**src/verilog/mem_pkg.sv**
```systemverilog
// Memory geometry, word type and the read and write request structs

package mem_pkg;

    // -------------------------------------------------------------------------
    // Geometry
    // -------------------------------------------------------------------------

    // Width of one stored word
    localparam int DATA_WID     = 16;
    // Word address width
    localparam int ADDR_WID     = 6;
    // Number of words in the array
    localparam int MEM_DEPTH    = 64;
    // Cycles from read issue to landed data
    localparam int READ_LATENCY = 3;

    // -------------------------------------------------------------------------
    // Types
    // -------------------------------------------------------------------------

    typedef logic [DATA_WID-1:0] data_t;

    // Host write request, qualified by a separate strobe
    typedef struct packed {
        logic [ADDR_WID-1:0] addr;
        data_t               data;
    } mem_wr_t;

    // Read request, en marks a read issued this cycle
    typedef struct packed {
        logic                en;
        logic [ADDR_WID-1:0] addr;
    } mem_rd_t;

endpackage : mem_pkg

```
**src/verilog/prefetch_pkg.sv**
```systemverilog
// Fetch command format and sequencer state encoding for the prefetcher

package prefetch_pkg;

    // -------------------------------------------------------------------------
    // Command
    // -------------------------------------------------------------------------

    // Word count width, one more bit than the address so a full sweep fits
    localparam int LEN_WID = 7;

    // One fetch request from the host
    typedef struct packed {
        logic [mem_pkg::ADDR_WID-1:0] addr;
        logic [LEN_WID-1:0]           len;
    } fetch_cmd_t;

    // -------------------------------------------------------------------------
    // Sequencer states
    // -------------------------------------------------------------------------

    // IDLE waits for a command, ISSUE sends reads, DRAIN waits for landings
    typedef enum logic [1:0] {
        IDLE  = 2'd0,
        ISSUE = 2'd1,
        DRAIN = 2'd2
    } fetch_state_t;

endpackage : prefetch_pkg

```
**src/verilog/fifo_prefetch.sv**
```systemverilog
// Prefetch FIFO with a fall-through read port and write reservation for reads in flight
module fifo_prefetch #(
    parameter int DATA_WID       = 16,
    // Writes that may still arrive after wr_rdy drops
    parameter int PIPELINE_DEPTH = 3
) (
    input  logic                clk,
    input  logic                srst,
    // Write side
    input  logic                wr,
    output logic                wr_rdy,
    input  logic [DATA_WID-1:0] wr_data,
    // Read side
    input  logic                rd,
    output logic                rd_vld,
    output logic [DATA_WID-1:0] rd_data,
    output logic                oflow
);
    // -------------------------------------------------------------------------
    // Geometry
    // -------------------------------------------------------------------------

    // Two reserve windows plus write-to-count and output load slack
    localparam int DEPTH   = 2 * PIPELINE_DEPTH + 3;
    localparam int PTR_WID = $clog2(DEPTH);
    localparam int CNT_WID = $clog2(DEPTH + 1);
    localparam int RSV_WID = $clog2(PIPELINE_DEPTH + 1);
    // Room for array count, output word and all reservations together
    localparam int SUM_WID = $clog2(DEPTH + PIPELINE_DEPTH + 2);

    logic [DATA_WID-1:0]       mem [DEPTH];
    logic [PTR_WID-1:0]        wr_ptr;
    logic [PTR_WID-1:0]        rd_ptr;
    // Words held in the array, output register excluded
    logic [CNT_WID-1:0]        mem_count;
    // One bit per recent cycle in which wr_rdy was granted
    logic [PIPELINE_DEPTH-1:0] rdy_vec;
    logic [RSV_WID-1:0]        reserved;
    logic [SUM_WID-1:0]        occupied;
    logic                      do_wr;
    logic                      pop;
    logic                      load_out;

    function automatic logic [PTR_WID-1:0] next_ptr(input logic [PTR_WID-1:0] ptr);
        return (ptr == PTR_WID'(DEPTH - 1)) ? '0 : ptr + 1'b1;
    endfunction

    function automatic logic [RSV_WID-1:0] count_ones(input logic [PIPELINE_DEPTH-1:0] vec);
        logic [RSV_WID-1:0] n;
        n = '0;
        for (int i = 0; i < PIPELINE_DEPTH; i++) begin
            n = n + RSV_WID'(vec[i]);
        end
        return n;
    endfunction

    // -------------------------------------------------------------------------
    // Datapath control
    // -------------------------------------------------------------------------

    // Writes into a full array are dropped and flagged
    assign do_wr    = wr && (mem_count != CNT_WID'(DEPTH));
    assign pop      = rd && rd_vld;
    // Refill the output word when it is empty or leaving this cycle
    assign load_out = (mem_count != '0) && (!rd_vld || pop);

    // Each granted cycle may still have one write on its way
    assign reserved = count_ones(rdy_vec);
    assign occupied = SUM_WID'(mem_count) + SUM_WID'(rd_vld) + SUM_WID'(reserved);

    always_ff @(posedge clk) begin
        if (srst) begin
            wr_ptr    <= '0;
            rd_ptr    <= '0;
            mem_count <= '0;
            rd_vld    <= 1'b0;
            rdy_vec   <= '0;
            wr_rdy    <= 1'b0;
            oflow     <= 1'b0;
        end else begin
            if (do_wr) begin
                wr_ptr <= next_ptr(wr_ptr);
            end
            if (load_out) begin
                rd_ptr <= next_ptr(rd_ptr);
                rd_vld <= 1'b1;
            end else if (pop) begin
                rd_vld <= 1'b0;
            end
            case ({do_wr, load_out})
                2'b10:   mem_count <= mem_count + 1'b1;
                2'b01:   mem_count <= mem_count - 1'b1;
                default: mem_count <= mem_count;
            endcase
            // Age the grant history by one cycle
            rdy_vec <= (rdy_vec << 1) | PIPELINE_DEPTH'(wr_rdy);
            // Keep one slot spare beyond what the reservations claim
            wr_rdy  <= occupied < SUM_WID'(DEPTH - 1);
            oflow   <= wr && !do_wr;
        end
    end

    // Storage and output word carry no reset
    always_ff @(posedge clk) begin
        if (do_wr) begin
            mem[wr_ptr] <= wr_data;
        end
        if (load_out) begin
            rd_data <= mem[rd_ptr];
        end
    end

    // -------------------------------------------------------------------------
    // Checks
    // -------------------------------------------------------------------------

    // Reservation keeps every landed write inside the array
    a_no_oflow: assert property (@(posedge clk) disable iff (srst) !oflow);

    // A pop of the last word leaves nothing to present next cycle
    a_empty_after_pop: assert property (@(posedge clk) disable iff (srst)
        pop && (mem_count == '0) |=> !rd_vld);

endmodule : fifo_prefetch

```
**src/verilog/read_pipe.sv**
```systemverilog
// Word memory with a host write port and a fixed-latency registered read path
module read_pipe (
    input  logic             clk,
    input  logic             srst,
    // Host load port
    input  logic             mem_wr_en,
    input  mem_pkg::mem_wr_t mem_wr,
    // Read request from the fetch counter
    input  mem_pkg::mem_rd_t mem_rd,
    // Landed data toward the FIFO
    output logic             land_vld,
    output mem_pkg::data_t   land_data
);
    localparam int LAT = mem_pkg::READ_LATENCY;

    mem_pkg::data_t mem [mem_pkg::MEM_DEPTH];
    // Valid bit per stage, stage 0 is loaded from the request
    logic [LAT-1:0] vld_pipe;
    mem_pkg::data_t data_pipe [LAT];

    // -------------------------------------------------------------------------
    // Array and data stages
    // -------------------------------------------------------------------------

    // Host writes land in the array one edge later
    always_ff @(posedge clk) begin
        if (mem_wr_en) begin
            mem[mem_wr.addr] <= mem_wr.data;
        end
    end

    // First stage reads the array, later stages just carry the word
    always_ff @(posedge clk) begin
        if (mem_rd.en) begin
            data_pipe[0] <= mem[mem_rd.addr];
        end
        for (int i = 1; i < LAT; i++) begin
            data_pipe[i] <= data_pipe[i-1];
        end
    end

    // -------------------------------------------------------------------------
    // Valid stages
    // -------------------------------------------------------------------------

    always_ff @(posedge clk) begin
        if (srst) begin
            vld_pipe <= '0;
        end else begin
            vld_pipe <= (vld_pipe << 1) | LAT'(mem_rd.en);
        end
    end

    // Last stage feeds the FIFO write port
    assign land_vld  = vld_pipe[LAT-1];
    assign land_data = data_pipe[LAT-1];

    // -------------------------------------------------------------------------
    // Checks
    // -------------------------------------------------------------------------

    // Every issued read comes out exactly READ_LATENCY cycles later
    a_latency: assert property (@(posedge clk) disable iff (srst)
        land_vld == $past(mem_rd.en, LAT));

endmodule : read_pipe

```
**src/verilog/fetch_counter.sv**
```systemverilog
// Address and word counters that track the issue and landing of one fetch
module fetch_counter (
    input  logic                     clk,
    input  logic                     srst,
    // Command capture from the sequencer
    input  logic                     load,
    input  prefetch_pkg::fetch_cmd_t cmd,
    // One strobe per read sent and per word landed
    input  logic                     issue,
    input  logic                     landed,
    output mem_pkg::mem_rd_t         mem_rd,
    output logic                     issue_last,
    output logic                     all_landed
);
    localparam int AW = mem_pkg::ADDR_WID;
    localparam int LW = prefetch_pkg::LEN_WID;

    logic [AW-1:0] next_addr;
    // Reads still to send
    logic [LW-1:0] issue_cnt;
    // Words still to arrive at the FIFO
    logic [LW-1:0] land_cnt;

    // -------------------------------------------------------------------------
    // Counters
    // -------------------------------------------------------------------------

    always_ff @(posedge clk) begin
        if (srst) begin
            next_addr <= '0;
            issue_cnt <= '0;
            land_cnt  <= '0;
        end else if (load) begin
            next_addr <= cmd.addr;
            issue_cnt <= cmd.len;
            land_cnt  <= cmd.len;
        end else begin
            if (issue) begin
                // Step through memory and wrap at the top word
                next_addr <= (next_addr == AW'(mem_pkg::MEM_DEPTH - 1)) ? '0 : next_addr + 1'b1;
                issue_cnt <= issue_cnt - 1'b1;
            end
            if (landed) begin
                land_cnt <= land_cnt - 1'b1;
            end
        end
    end

    // Request goes out in the same cycle as the strobe
    assign mem_rd.en   = issue;
    assign mem_rd.addr = next_addr;

    assign issue_last  = (issue_cnt == LW'(1));
    assign all_landed  = (land_cnt == '0);

    // -------------------------------------------------------------------------
    // Checks
    // -------------------------------------------------------------------------

    // Sequencer and read path never ask for more than the command length
    a_no_underrun: assert property (@(posedge clk) disable iff (srst)
        !(issue && issue_cnt == '0) && !(landed && land_cnt == '0));

endmodule : fetch_counter

```
**src/verilog/fetch_fsm.sv**
```systemverilog
// Fetch sequencer that takes commands, paces reads on FIFO headroom and reports completion
module fetch_fsm (
    input  logic                            clk,
    input  logic                            srst,
    // Host command strobe and its length
    input  logic                            cmd_start,
    input  logic [prefetch_pkg::LEN_WID-1:0] cmd_len,
    // Headroom from the prefetch FIFO
    input  logic                            wr_rdy,
    // Status from the fetch counter
    input  logic                            issue_last,
    input  logic                            all_landed,
    output logic                            load,
    output logic                            issue,
    output logic                            busy,
    output logic                            done
);
    prefetch_pkg::fetch_state_t state;
    prefetch_pkg::fetch_state_t state_nxt;
    logic                       done_nxt;

    // -------------------------------------------------------------------------
    // Strobes
    // -------------------------------------------------------------------------

    // Commands are only seen in IDLE, so one arriving while busy is dropped
    assign load  = (state == prefetch_pkg::IDLE) && cmd_start;
    // One read per cycle while the FIFO grants room
    assign issue = (state == prefetch_pkg::ISSUE) && wr_rdy;
    assign busy  = (state != prefetch_pkg::IDLE);

    // -------------------------------------------------------------------------
    // Next state
    // -------------------------------------------------------------------------

    always_comb begin
        state_nxt = state;
        done_nxt  = 1'b0;
        unique case (state)
            prefetch_pkg::IDLE: begin
                // A zero length skips straight to the completion wait
                if (cmd_start) begin
                    state_nxt = (cmd_len == '0) ? prefetch_pkg::DRAIN : prefetch_pkg::ISSUE;
                end
            end
            prefetch_pkg::ISSUE: begin
                if (issue && issue_last) begin
                    state_nxt = prefetch_pkg::DRAIN;
                end
            end
            prefetch_pkg::DRAIN: begin
                // Last word is in the FIFO
                if (all_landed) begin
                    state_nxt = prefetch_pkg::IDLE;
                    done_nxt  = 1'b1;
                end
            end
            default: state_nxt = prefetch_pkg::IDLE;
        endcase
    end

    always_ff @(posedge clk) begin
        if (srst) begin
            state <= prefetch_pkg::IDLE;
            done  <= 1'b0;
        end else begin
            state <= state_nxt;
            done  <= done_nxt;
        end
    end

    // No further read goes out once the last read of a command has been sent
    a_stop_after_last: assert property (@(posedge clk) disable iff (srst)
        issue && issue_last |=> !issue);

endmodule : fetch_fsm

```
**src/verilog/mem_prefetch_top.sv**
```systemverilog
// Memory read prefetcher joining sequencer, counters, read pipeline and prefetch FIFO
module mem_prefetch_top (
    input  logic                     clk,
    input  logic                     srst,
    // Host memory load
    input  logic                     mem_wr_en,
    input  mem_pkg::mem_wr_t         mem_wr,
    // Fetch command
    input  logic                     cmd_start,
    input  prefetch_pkg::fetch_cmd_t cmd,
    output logic                     busy,
    output logic                     done,
    // Consumer side
    input  logic                     rd,
    output logic                     rd_vld,
    output mem_pkg::data_t           rd_data,
    output logic                     oflow
);
    logic             load;
    logic             issue;
    logic             issue_last;
    logic             all_landed;
    logic             wr_rdy;
    mem_pkg::mem_rd_t mem_rd;
    logic             land_vld;
    mem_pkg::data_t   land_data;

    // -------------------------------------------------------------------------
    // Sequencer and counters
    // -------------------------------------------------------------------------

    fetch_fsm u_fsm (
        .clk        (clk),
        .srst       (srst),
        .cmd_start  (cmd_start),
        .cmd_len    (cmd.len),
        .wr_rdy     (wr_rdy),
        .issue_last (issue_last),
        .all_landed (all_landed),
        .load       (load),
        .issue      (issue),
        .busy       (busy),
        .done       (done)
    );

    // Landed strobe closes the loop on words reaching the FIFO
    fetch_counter u_counter (
        .clk        (clk),
        .srst       (srst),
        .load       (load),
        .cmd        (cmd),
        .issue      (issue),
        .landed     (land_vld),
        .mem_rd     (mem_rd),
        .issue_last (issue_last),
        .all_landed (all_landed)
    );

    // -------------------------------------------------------------------------
    // Read path and buffer
    // -------------------------------------------------------------------------

    read_pipe u_read_pipe (
        .clk       (clk),
        .srst      (srst),
        .mem_wr_en (mem_wr_en),
        .mem_wr    (mem_wr),
        .mem_rd    (mem_rd),
        .land_vld  (land_vld),
        .land_data (land_data)
    );

    // Reserve depth matches the read latency
    fifo_prefetch #(
        .DATA_WID       (mem_pkg::DATA_WID),
        .PIPELINE_DEPTH (mem_pkg::READ_LATENCY)
    ) u_fifo (
        .clk     (clk),
        .srst    (srst),
        .wr      (land_vld),
        .wr_rdy  (wr_rdy),
        .wr_data (land_data),
        .rd      (rd),
        .rd_vld  (rd_vld),
        .rd_data (rd_data),
        .oflow   (oflow)
    );

endmodule : mem_prefetch_top

```
**config.mk**
```make
export PLATFORM = sky130hd
export DESIGN_NAME = mem_prefetch_top
export DESIGN_NICKNAME = d
export VERILOG_FILES = /design/src/verilog/mem_pkg.sv /design/src/verilog/prefetch_pkg.sv /design/src/verilog/fifo_prefetch.sv /design/src/verilog/read_pipe.sv /design/src/verilog/fetch_counter.sv /design/src/verilog/fetch_fsm.sv /design/src/verilog/mem_prefetch_top.sv
export SDC_FILE = /design/constraint.sdc
export NUM_CORES = 1
export LEC_CHECK = 0
export ABC_CLOCK_PERIOD_IN_PS = 10500
export BUFFER_PORTS_ARGS = -buffer_cell sky130_fd_sc_hd__buf_4
export CORE_UTILIZATION = 35
export DETAILED_ROUTE_END_ITERATION = 8
export PLACE_DENSITY = 0.47
export RECOVER_POWER = 100
export REMOVE_ABC_BUFFERS = 1
export SLEW_MARGIN = 20
export SYNTH_ARGS = -nofsm -noshare
export SYNTH_HDL_FRONTEND = slang
export SYNTH_SLANG_ARGS = --single-unit
```
**constraint.sdc**
```tcl
create_clock -name clk -period 10.5 [get_ports clk]
set_clock_uncertainty 0.15 [all_clocks]
set_input_delay 2.1 -clock clk [delete_from_list [all_inputs] [get_ports clk]]
set_output_delay 2.1 -clock clk [all_outputs]
set_load 0.01 [all_outputs]
```
==> results.yml, run 1 <==
clock_tree:
  cts_buffer_depth: 3
  cts-root-buf: "clkbuf_16"
  clk_pin_slew_ns: 0.06
  numCtsBuffers: 141
  cts-hold-fix-buffers: 0
  postCtsSetupBuffers: 0
  clk_latency_ns: 0.76
  cts_resized: 0
  htree_levels: 4
  cts.sinks: 1282
  cts_tree: "built"
drt:
  dr.pass1.iters: 5
  totalWireLength_um: 124000
  antenna_left: 0
  wl_per_cell_um: 28.3
  route.detailed.drc: 0
  vias: 23110
  drt-initial-drc-count: 2007
  vias_per_cell: 5.28
floorplanning:
  die-area_mm2: 0.141
  initial_utilization_pct: 35.4
  io_pins: 60
  core_area_mm2: 0.138
  die_x_um: 375
  fp.dieH_um: 375
  placementRows: 136
final_layout:
  drive_above_1_share_pct: 20.8
  layout_commonest_cell: "edfxtp_1"
  syn_to_final_growth_pct: 13.7
  fillers: 12224
  final_cell_mix: "edfxtp_1 (1,200), mux4_2 (303), clkbuf_16 (146), clkbuf_1 (122), nor2_1 (121)"
  final_nets: 2523
synth:
  synth_top_area_share_pct: 73.9
  synth_area_mm2: 0.0488
  synth.distinct_cells: 58
  synth_edf_count: 1200
  synthFlopType: "edfxtp_1"
  async_flop_share_pct: 0
  seq_area_frac_synth_pct: 77.3
  yosys-top-cells-area: "edfxtp_1 (74%), mux4_2 (14%), dfxtp_1 (3.4%)"
  synth_warnings: 0
  synth_area_leader_cell: "edfxtp_1"
  synth_area_per_cell_um2: 21.1
  syn_inst: 2316
  synth_seq_cells: 1282
timing:
  fin_tns_setup_ns: 0
  grt_setup_unrepaired: "no"
  slew_headroom_pct: -165
  max_freq_mhz: 156
  period_minus_slack_ns: 6.43
  hold_viol_final: 0
  setup_violations: 0
  period_share_pct: 61.2
  report.final.slew_viol_count: 1583
  worstMarginPinSlew_ns: 3.97
worst_setup_path:
  start_kind: "flip-flop"
  path_max_fanout: 83
  rr_worst_depth: 6
  required_ns: 10.76
  crit_buf_inv: 2
  crit_arrival_ns: 6.69
  slowest_delay_ns: 2.39
  cpMostUsedCell: "mux4_2"
  path_class: "flip-flop to flip-flop"
  crit_slowest_cell: "clkbuf_1"
  cp.depth: 6
  endpoint_kind: "flip-flop"
  cp_cell_sequence: "clkbuf_1 -> buf_12 -> mux4_2 -> mux4_2 -> nor2_1 -> o21ai_0"
  cp_top_family: "buffers and inverters"
placement:
  dp_hpwl_um: 72500
  gp_congestion: 0.774
  io_buffers: 59
power:
  vdd_drop_max_mv: 0.159
  finalPower_mw: 11.8
  power.leakage_nw: 16.8
  power.density_mw_per_mm2: 213
global_routing:
  gr-total-overflow: 0
  first_global_vias: 23968
  antenna_found_initial: 8
  grt_usage_pct: 17.7
  grt_max_degree: 96
  grt_pass1_wl_um: 178000
run_status:
  failed_checks: "max-capacitance violations, max-slew violations"
  status: "finished, violations left"
flow_run:
  maxCapViolCount: 45
worst_hold_path:
  hold_path_depth: 0
  hp-class: "flip-flop to flip-flop"
-- per-stage QoR --
step | setup WS [ns] | area [um^2] | hold WS [ns] | std cells | utilization, %
2_1_floorplan | 0.674 | 48200 | 0.160 | 2198 | -
3_3_place_gp | 5.19 | 51500 | 0.162 | 4116 | 37.3
3_5_place_dp | 5.92 | 51500 | 0.162 | 4117 | 37.4
4_1_cts | 6.26 | 55800 | 0.175 | 4370 | 40.5
5_1_grt | 3.48 | 55400 | 0.185 | 4370 | 40.2
6_report | 4.07 | 55400 | 0.175 | 4374 | 40.2
-- state kept, by name, summed over array words and instances (netlist names), named ones only --
name,count
u_fifo.wr_ptr,4
u_read_pipe.data_pipe,48
u_fifo.rd_vld,1
u_fifo.mem_count,4
u_read_pipe.vld_pipe,3
u_counter.land_cnt,7
u_fifo.mem,144
u_read_pipe.mem,1024
u_fifo.rd_ptr,4
u_fifo.rd_data,16
u_fifo.rdy_vec,3
u_fifo.wr_rdy,1
u_counter.next_addr,6
u_fifo.oflow,1
u_fsm.state,2
u_counter.issue_cnt,7
u_fsm.done,1
-- cells in the mapped netlist, types with 4 or more instances --
| master | number |
|---|---|
| or3_1 | 17 |
| nor2b_1 | 15 |
| and3_1 | 4 |
| a211oi_1 | 17 |
| a31oi_1 | 4 |
| edfxtp_1 | 1200 |
| nor3b_1 | 8 |
| buf_1 | 6 |
| buf_6 | 5 |
| inv_1 | 15 |
| nor3_1 | 29 |
| o22ai_1 | 21 |
| nand3b_1 | 6 |
| mux2i_1 | 63 |
| o2111ai_1 | 4 |
| buf_4 | 15 |
| and2_1 | 8 |
| xor2_1 | 10 |
| dfxtp_1 | 82 |
| nor2_1 | 121 |
| clkbuf_1 | 54 |
| a221oi_1 | 4 |
| buf_2 | 38 |
| nand2_1 | 57 |
| nand3_1 | 14 |
| nor4_1 | 5 |
| nand2b_1 | 10 |
| a21oi_1 | 44 |
| o21ai_1 | 27 |
| ha_1 | 16 |
| o21ai_0 | 50 |
| mux4_2 | 303 |
-- metal layers --
metal / vias to the layer above / routed length, um / GRT usage, %
li1: 9898 / - / -
met1: 12390 / 53200 / 24.0
met2: 636 / 61200 / 29.3
met3: 186 / 6270 / 2.99
met4: 0 / 3040 / 5.29
met5: - / 0 / 0
-- cell families after synthesis --
group	count (synthesis)	share of synthesized area, %
flops	1282	77.3
compound gates	195	2.39
fa+ha+maj	17	0.452
mux	369	15.4
buf+inv	134	1.32
xor+xnor	13	0.234
simple gates	306	2.98
-- worst reg2reg max path, stage by stage (launching register included) --
cell and delay (ns):
dfxtp_1 1.02, clkbuf_1 2.40, buf_12 0.60, mux4_2 0.77, mux4_2 0.49, nor2_1 0.37
o21ai_0 0.32
-- final cells by class --
class,instances,area [um^2],area share [%]
flip-flops and latches,1282,37700,68.0
diodes,4,10.0,0.0181
well taps,1794,2240,4.05
repair buffers,125,644,1.16
clock buffers,186,3830,6.92
inverters,16,60.1,0.108
clock inverters,67,514,0.928
multi-input cells,900,10400,18.8
-- power by group --
group / internal, mW / total [mW] / switching, mW
Sequential: 5.74 / 5.83 / 0.0939
Combinational: 0.519 / 1.27 / 0.750
Clock: 2.73 / 4.68 / 1.95
Total: 8.99 / 11.8 / 2.79
-- worst paths after layout --
check                                                          start                                endpoint  slack (ns)
worst min-delay path            u_read_pipe.data_pipe[0][21]$_DFF_P_    u_read_pipe.data_pipe[0][37]$_DFF_P_        0.17
worst min register to register  u_read_pipe.data_pipe[0][21]$_DFF_P_    u_read_pipe.data_pipe[0][37]$_DFF_P_        0.17
worst max register to register                             flip-flop  u_read_pipe.data_pipe[0][11]$_DFFE_PP_        4.07
worst max-delay path                                       flip-flop  u_read_pipe.data_pipe[0][11]$_DFFE_PP_        4.07
(Power assumes the default switching activity.)
==> inputs of run 2 (changes only) <==
Settings changed: ABC_CLOCK_PERIOD_IN_PS 10500 to 6500.
Clock period 10.5 ns to 6.5 ns, I/O delays scaled along.
==> results.yml, run 2 (synthesis gave the netlist of run 1 again) <==
clock_tree:
  cts_tree: "built"
  htree_levels: 4
  cts-hold-fix-buffers: 0
  numCtsBuffers: 141
  cts-root-buf: "clkbuf_16"
  cts.sinks: 1282
  cts_resized: 0
  clk_pin_slew_ns: 0.06
  cts_buffer_depth: 3
  clk_latency_ns: 0.76
  postCtsSetupBuffers: 0
power:
  power.leakage_nw: 16.9
  vdd_drop_max_mv: 0.276
  finalPower_mw: 19.2
  power.density_mw_per_mm2: 345
floorplanning:
  die-area_mm2: 0.141
  initial_utilization_pct: 35.4
  io_pins: 60
  placementRows: 136
  core_area_mm2: 0.138
  die_x_um: 375
  fp.dieH_um: 375
worst_setup_path:
  rr_worst_depth: 5
  endpoint_kind: "flip-flop"
  required_ns: 6.83
  r2r_slack_ns: 1.77
  path_class: "flip-flop to flip-flop"
  r2r-end: "u_read_pipe.data_pipe[0][13]$_DFFE_PP_"
  crit_arrival_ns: 5.06
  path_max_fanout: 41
  start_kind: "flip-flop"
drt:
  wl_per_cell_um: 28.6
  antenna_left: 0
  vias: 23170
  vias_per_cell: 5.28
  drt-initial-drc-count: 1969
  totalWireLength_um: 125000
  route.detailed.drc: 0
  dr.pass1.iters: 5
final_layout:
  largest_register: "u_read_pipe.mem"
  reg_top3: "u_read_pipe.mem: 1024 flops, u_fifo.mem: 144 flops, u_read_pipe.data_pipe: 48 flops"
  largest_reg_flops: 1024
  drive_above_1_share_pct: 21.4
  postLayoutCellArea_mm2: 0.0556
  final_cell_mix: "edfxtp_1 (1,200), mux4_2 (303), clkbuf_16 (147), nor2_1 (121), clkbuf_1 (118)"
  layout_commonest_cell: "edfxtp_1"
  final_nets: 2536
  syn_to_final_growth_pct: 14.1
global_routing:
  first_global_vias: 24079
  grt_max_degree: 66
  grt_pass1_wl_um: 178000
  grt_usage_pct: 17.9
  gr-total-overflow: 0
  antenna_found_initial: 7
placement:
  dp_hpwl_um: 73600
  io_buffers: 59
  placed_cell_area_mm2: 0.0516
  gp_congestion: 0.789
timing:
  period_share_pct: 72.8
  report.final.slew_viol_count: 1662
  grt_setup_unrepaired: "no"
  worstMarginPinSlew_ns: 3.86
  period_minus_slack_ns: 4.73
  hold_viol_final: 0
  slew_headroom_pct: -157
  max_freq_mhz: 211
  setup_violations: 0
worst_hold_path:
  hp-class: "flip-flop to flip-flop"
  hold_path_depth: 0
  min_to: "u_read_pipe.data_pipe[0][46]$_DFF_P_"
  min_from: "u_read_pipe.data_pipe[0][30]$_DFF_P_"
flow_run:
  maxCapViolCount: 52
run_status:
  status: "finished, violations left"
  failed_checks: "max-capacitance violations, max-slew violations"
## run 2: changes by cell type in the layout (fill, tap and decap cells not counted), sizes merged
cell,delta
buf,+11
clkbuf,-5
inv,-3
clkinv,+6
bufinv,+2
## run 2: how the worst max path moves through the flow
stage	depth (start not counted)	startpoint	to
after floorplan	5	flip-flop	u_read_pipe.data_pipe[0][6]$_DFFE_PP_
after global placement	6	flip-flop	u_read_pipe.data_pipe[0][12]$_DFFE_PP_
after detailed placement	6	flip-flop	u_read_pipe.data_pipe[0][12]$_DFFE_PP_
after CTS	6	flip-flop	u_read_pipe.data_pipe[0][12]$_DFFE_PP_
after global routing	5	flip-flop	u_read_pipe.data_pipe[0][13]$_DFFE_PP_
final	5	flip-flop	u_read_pipe.data_pipe[0][13]$_DFFE_PP_
## run 2: cell type report
type                            instances  area [um^2]
Fill cell                           12293        82200
Sequential cell                      1282        37700
Multi-Input combinational cell        900        10400
Clock buffer                          179         3820
Tap cell                             1794         2240
Timing Repair Buffer                  138          743
Clock inverter                         72          611
Inverter                               16         60.1
Antenna cell                            4         10.0
## run 2: worst max-delay path, stage by stage (launching register included)
cell and delay, ns:
dfxtp_4 0.93, clkbuf_1 1.64, mux4_2 0.71, mux4_2 0.56, nor2_1 0.22, o21ai_0 0.12
## run 2: metrics by stage
| stage | instances | util (%) | hold slack [ns] | setup WS, ns | setup TNS, ns |
|---|---|---|---|---|---|
| floorplan | 2198 | - | 0.160 | -3.33 | -51.40 |
| CTS | 4381 | 40.6 | 0.179 | 2.55 | 0 |
| finish | 4385 | 40.4 | 0.178 | 1.77 | 0 |
| detailed placement | 4130 | 37.4 | 0.164 | 2.56 | 0 |
| global placement | 4130 | 37.4 | 0.166 | 2.57 | 0 |
| global route | 4381 | 40.3 | 0.189 | 1.28 | 0 |
## run 2: power breakdown
group	internal (mW)	switching, mW
clock	4.50	3.19
combinational	0.846	1.21
sequential	9.27	0.169
## run 2: routing by layer
metal | GRT usage [%] | share of wire, % | up-vias
met5 | 0 | 0.022 | -
met4 | 5.84 | 2.6 | 4
met3 | 2.77 | 4.5 | 190
met2 | 29.7 | 50 | 586
met1 | 24.1 | 43 | 12471
li1 | - | - | 9919
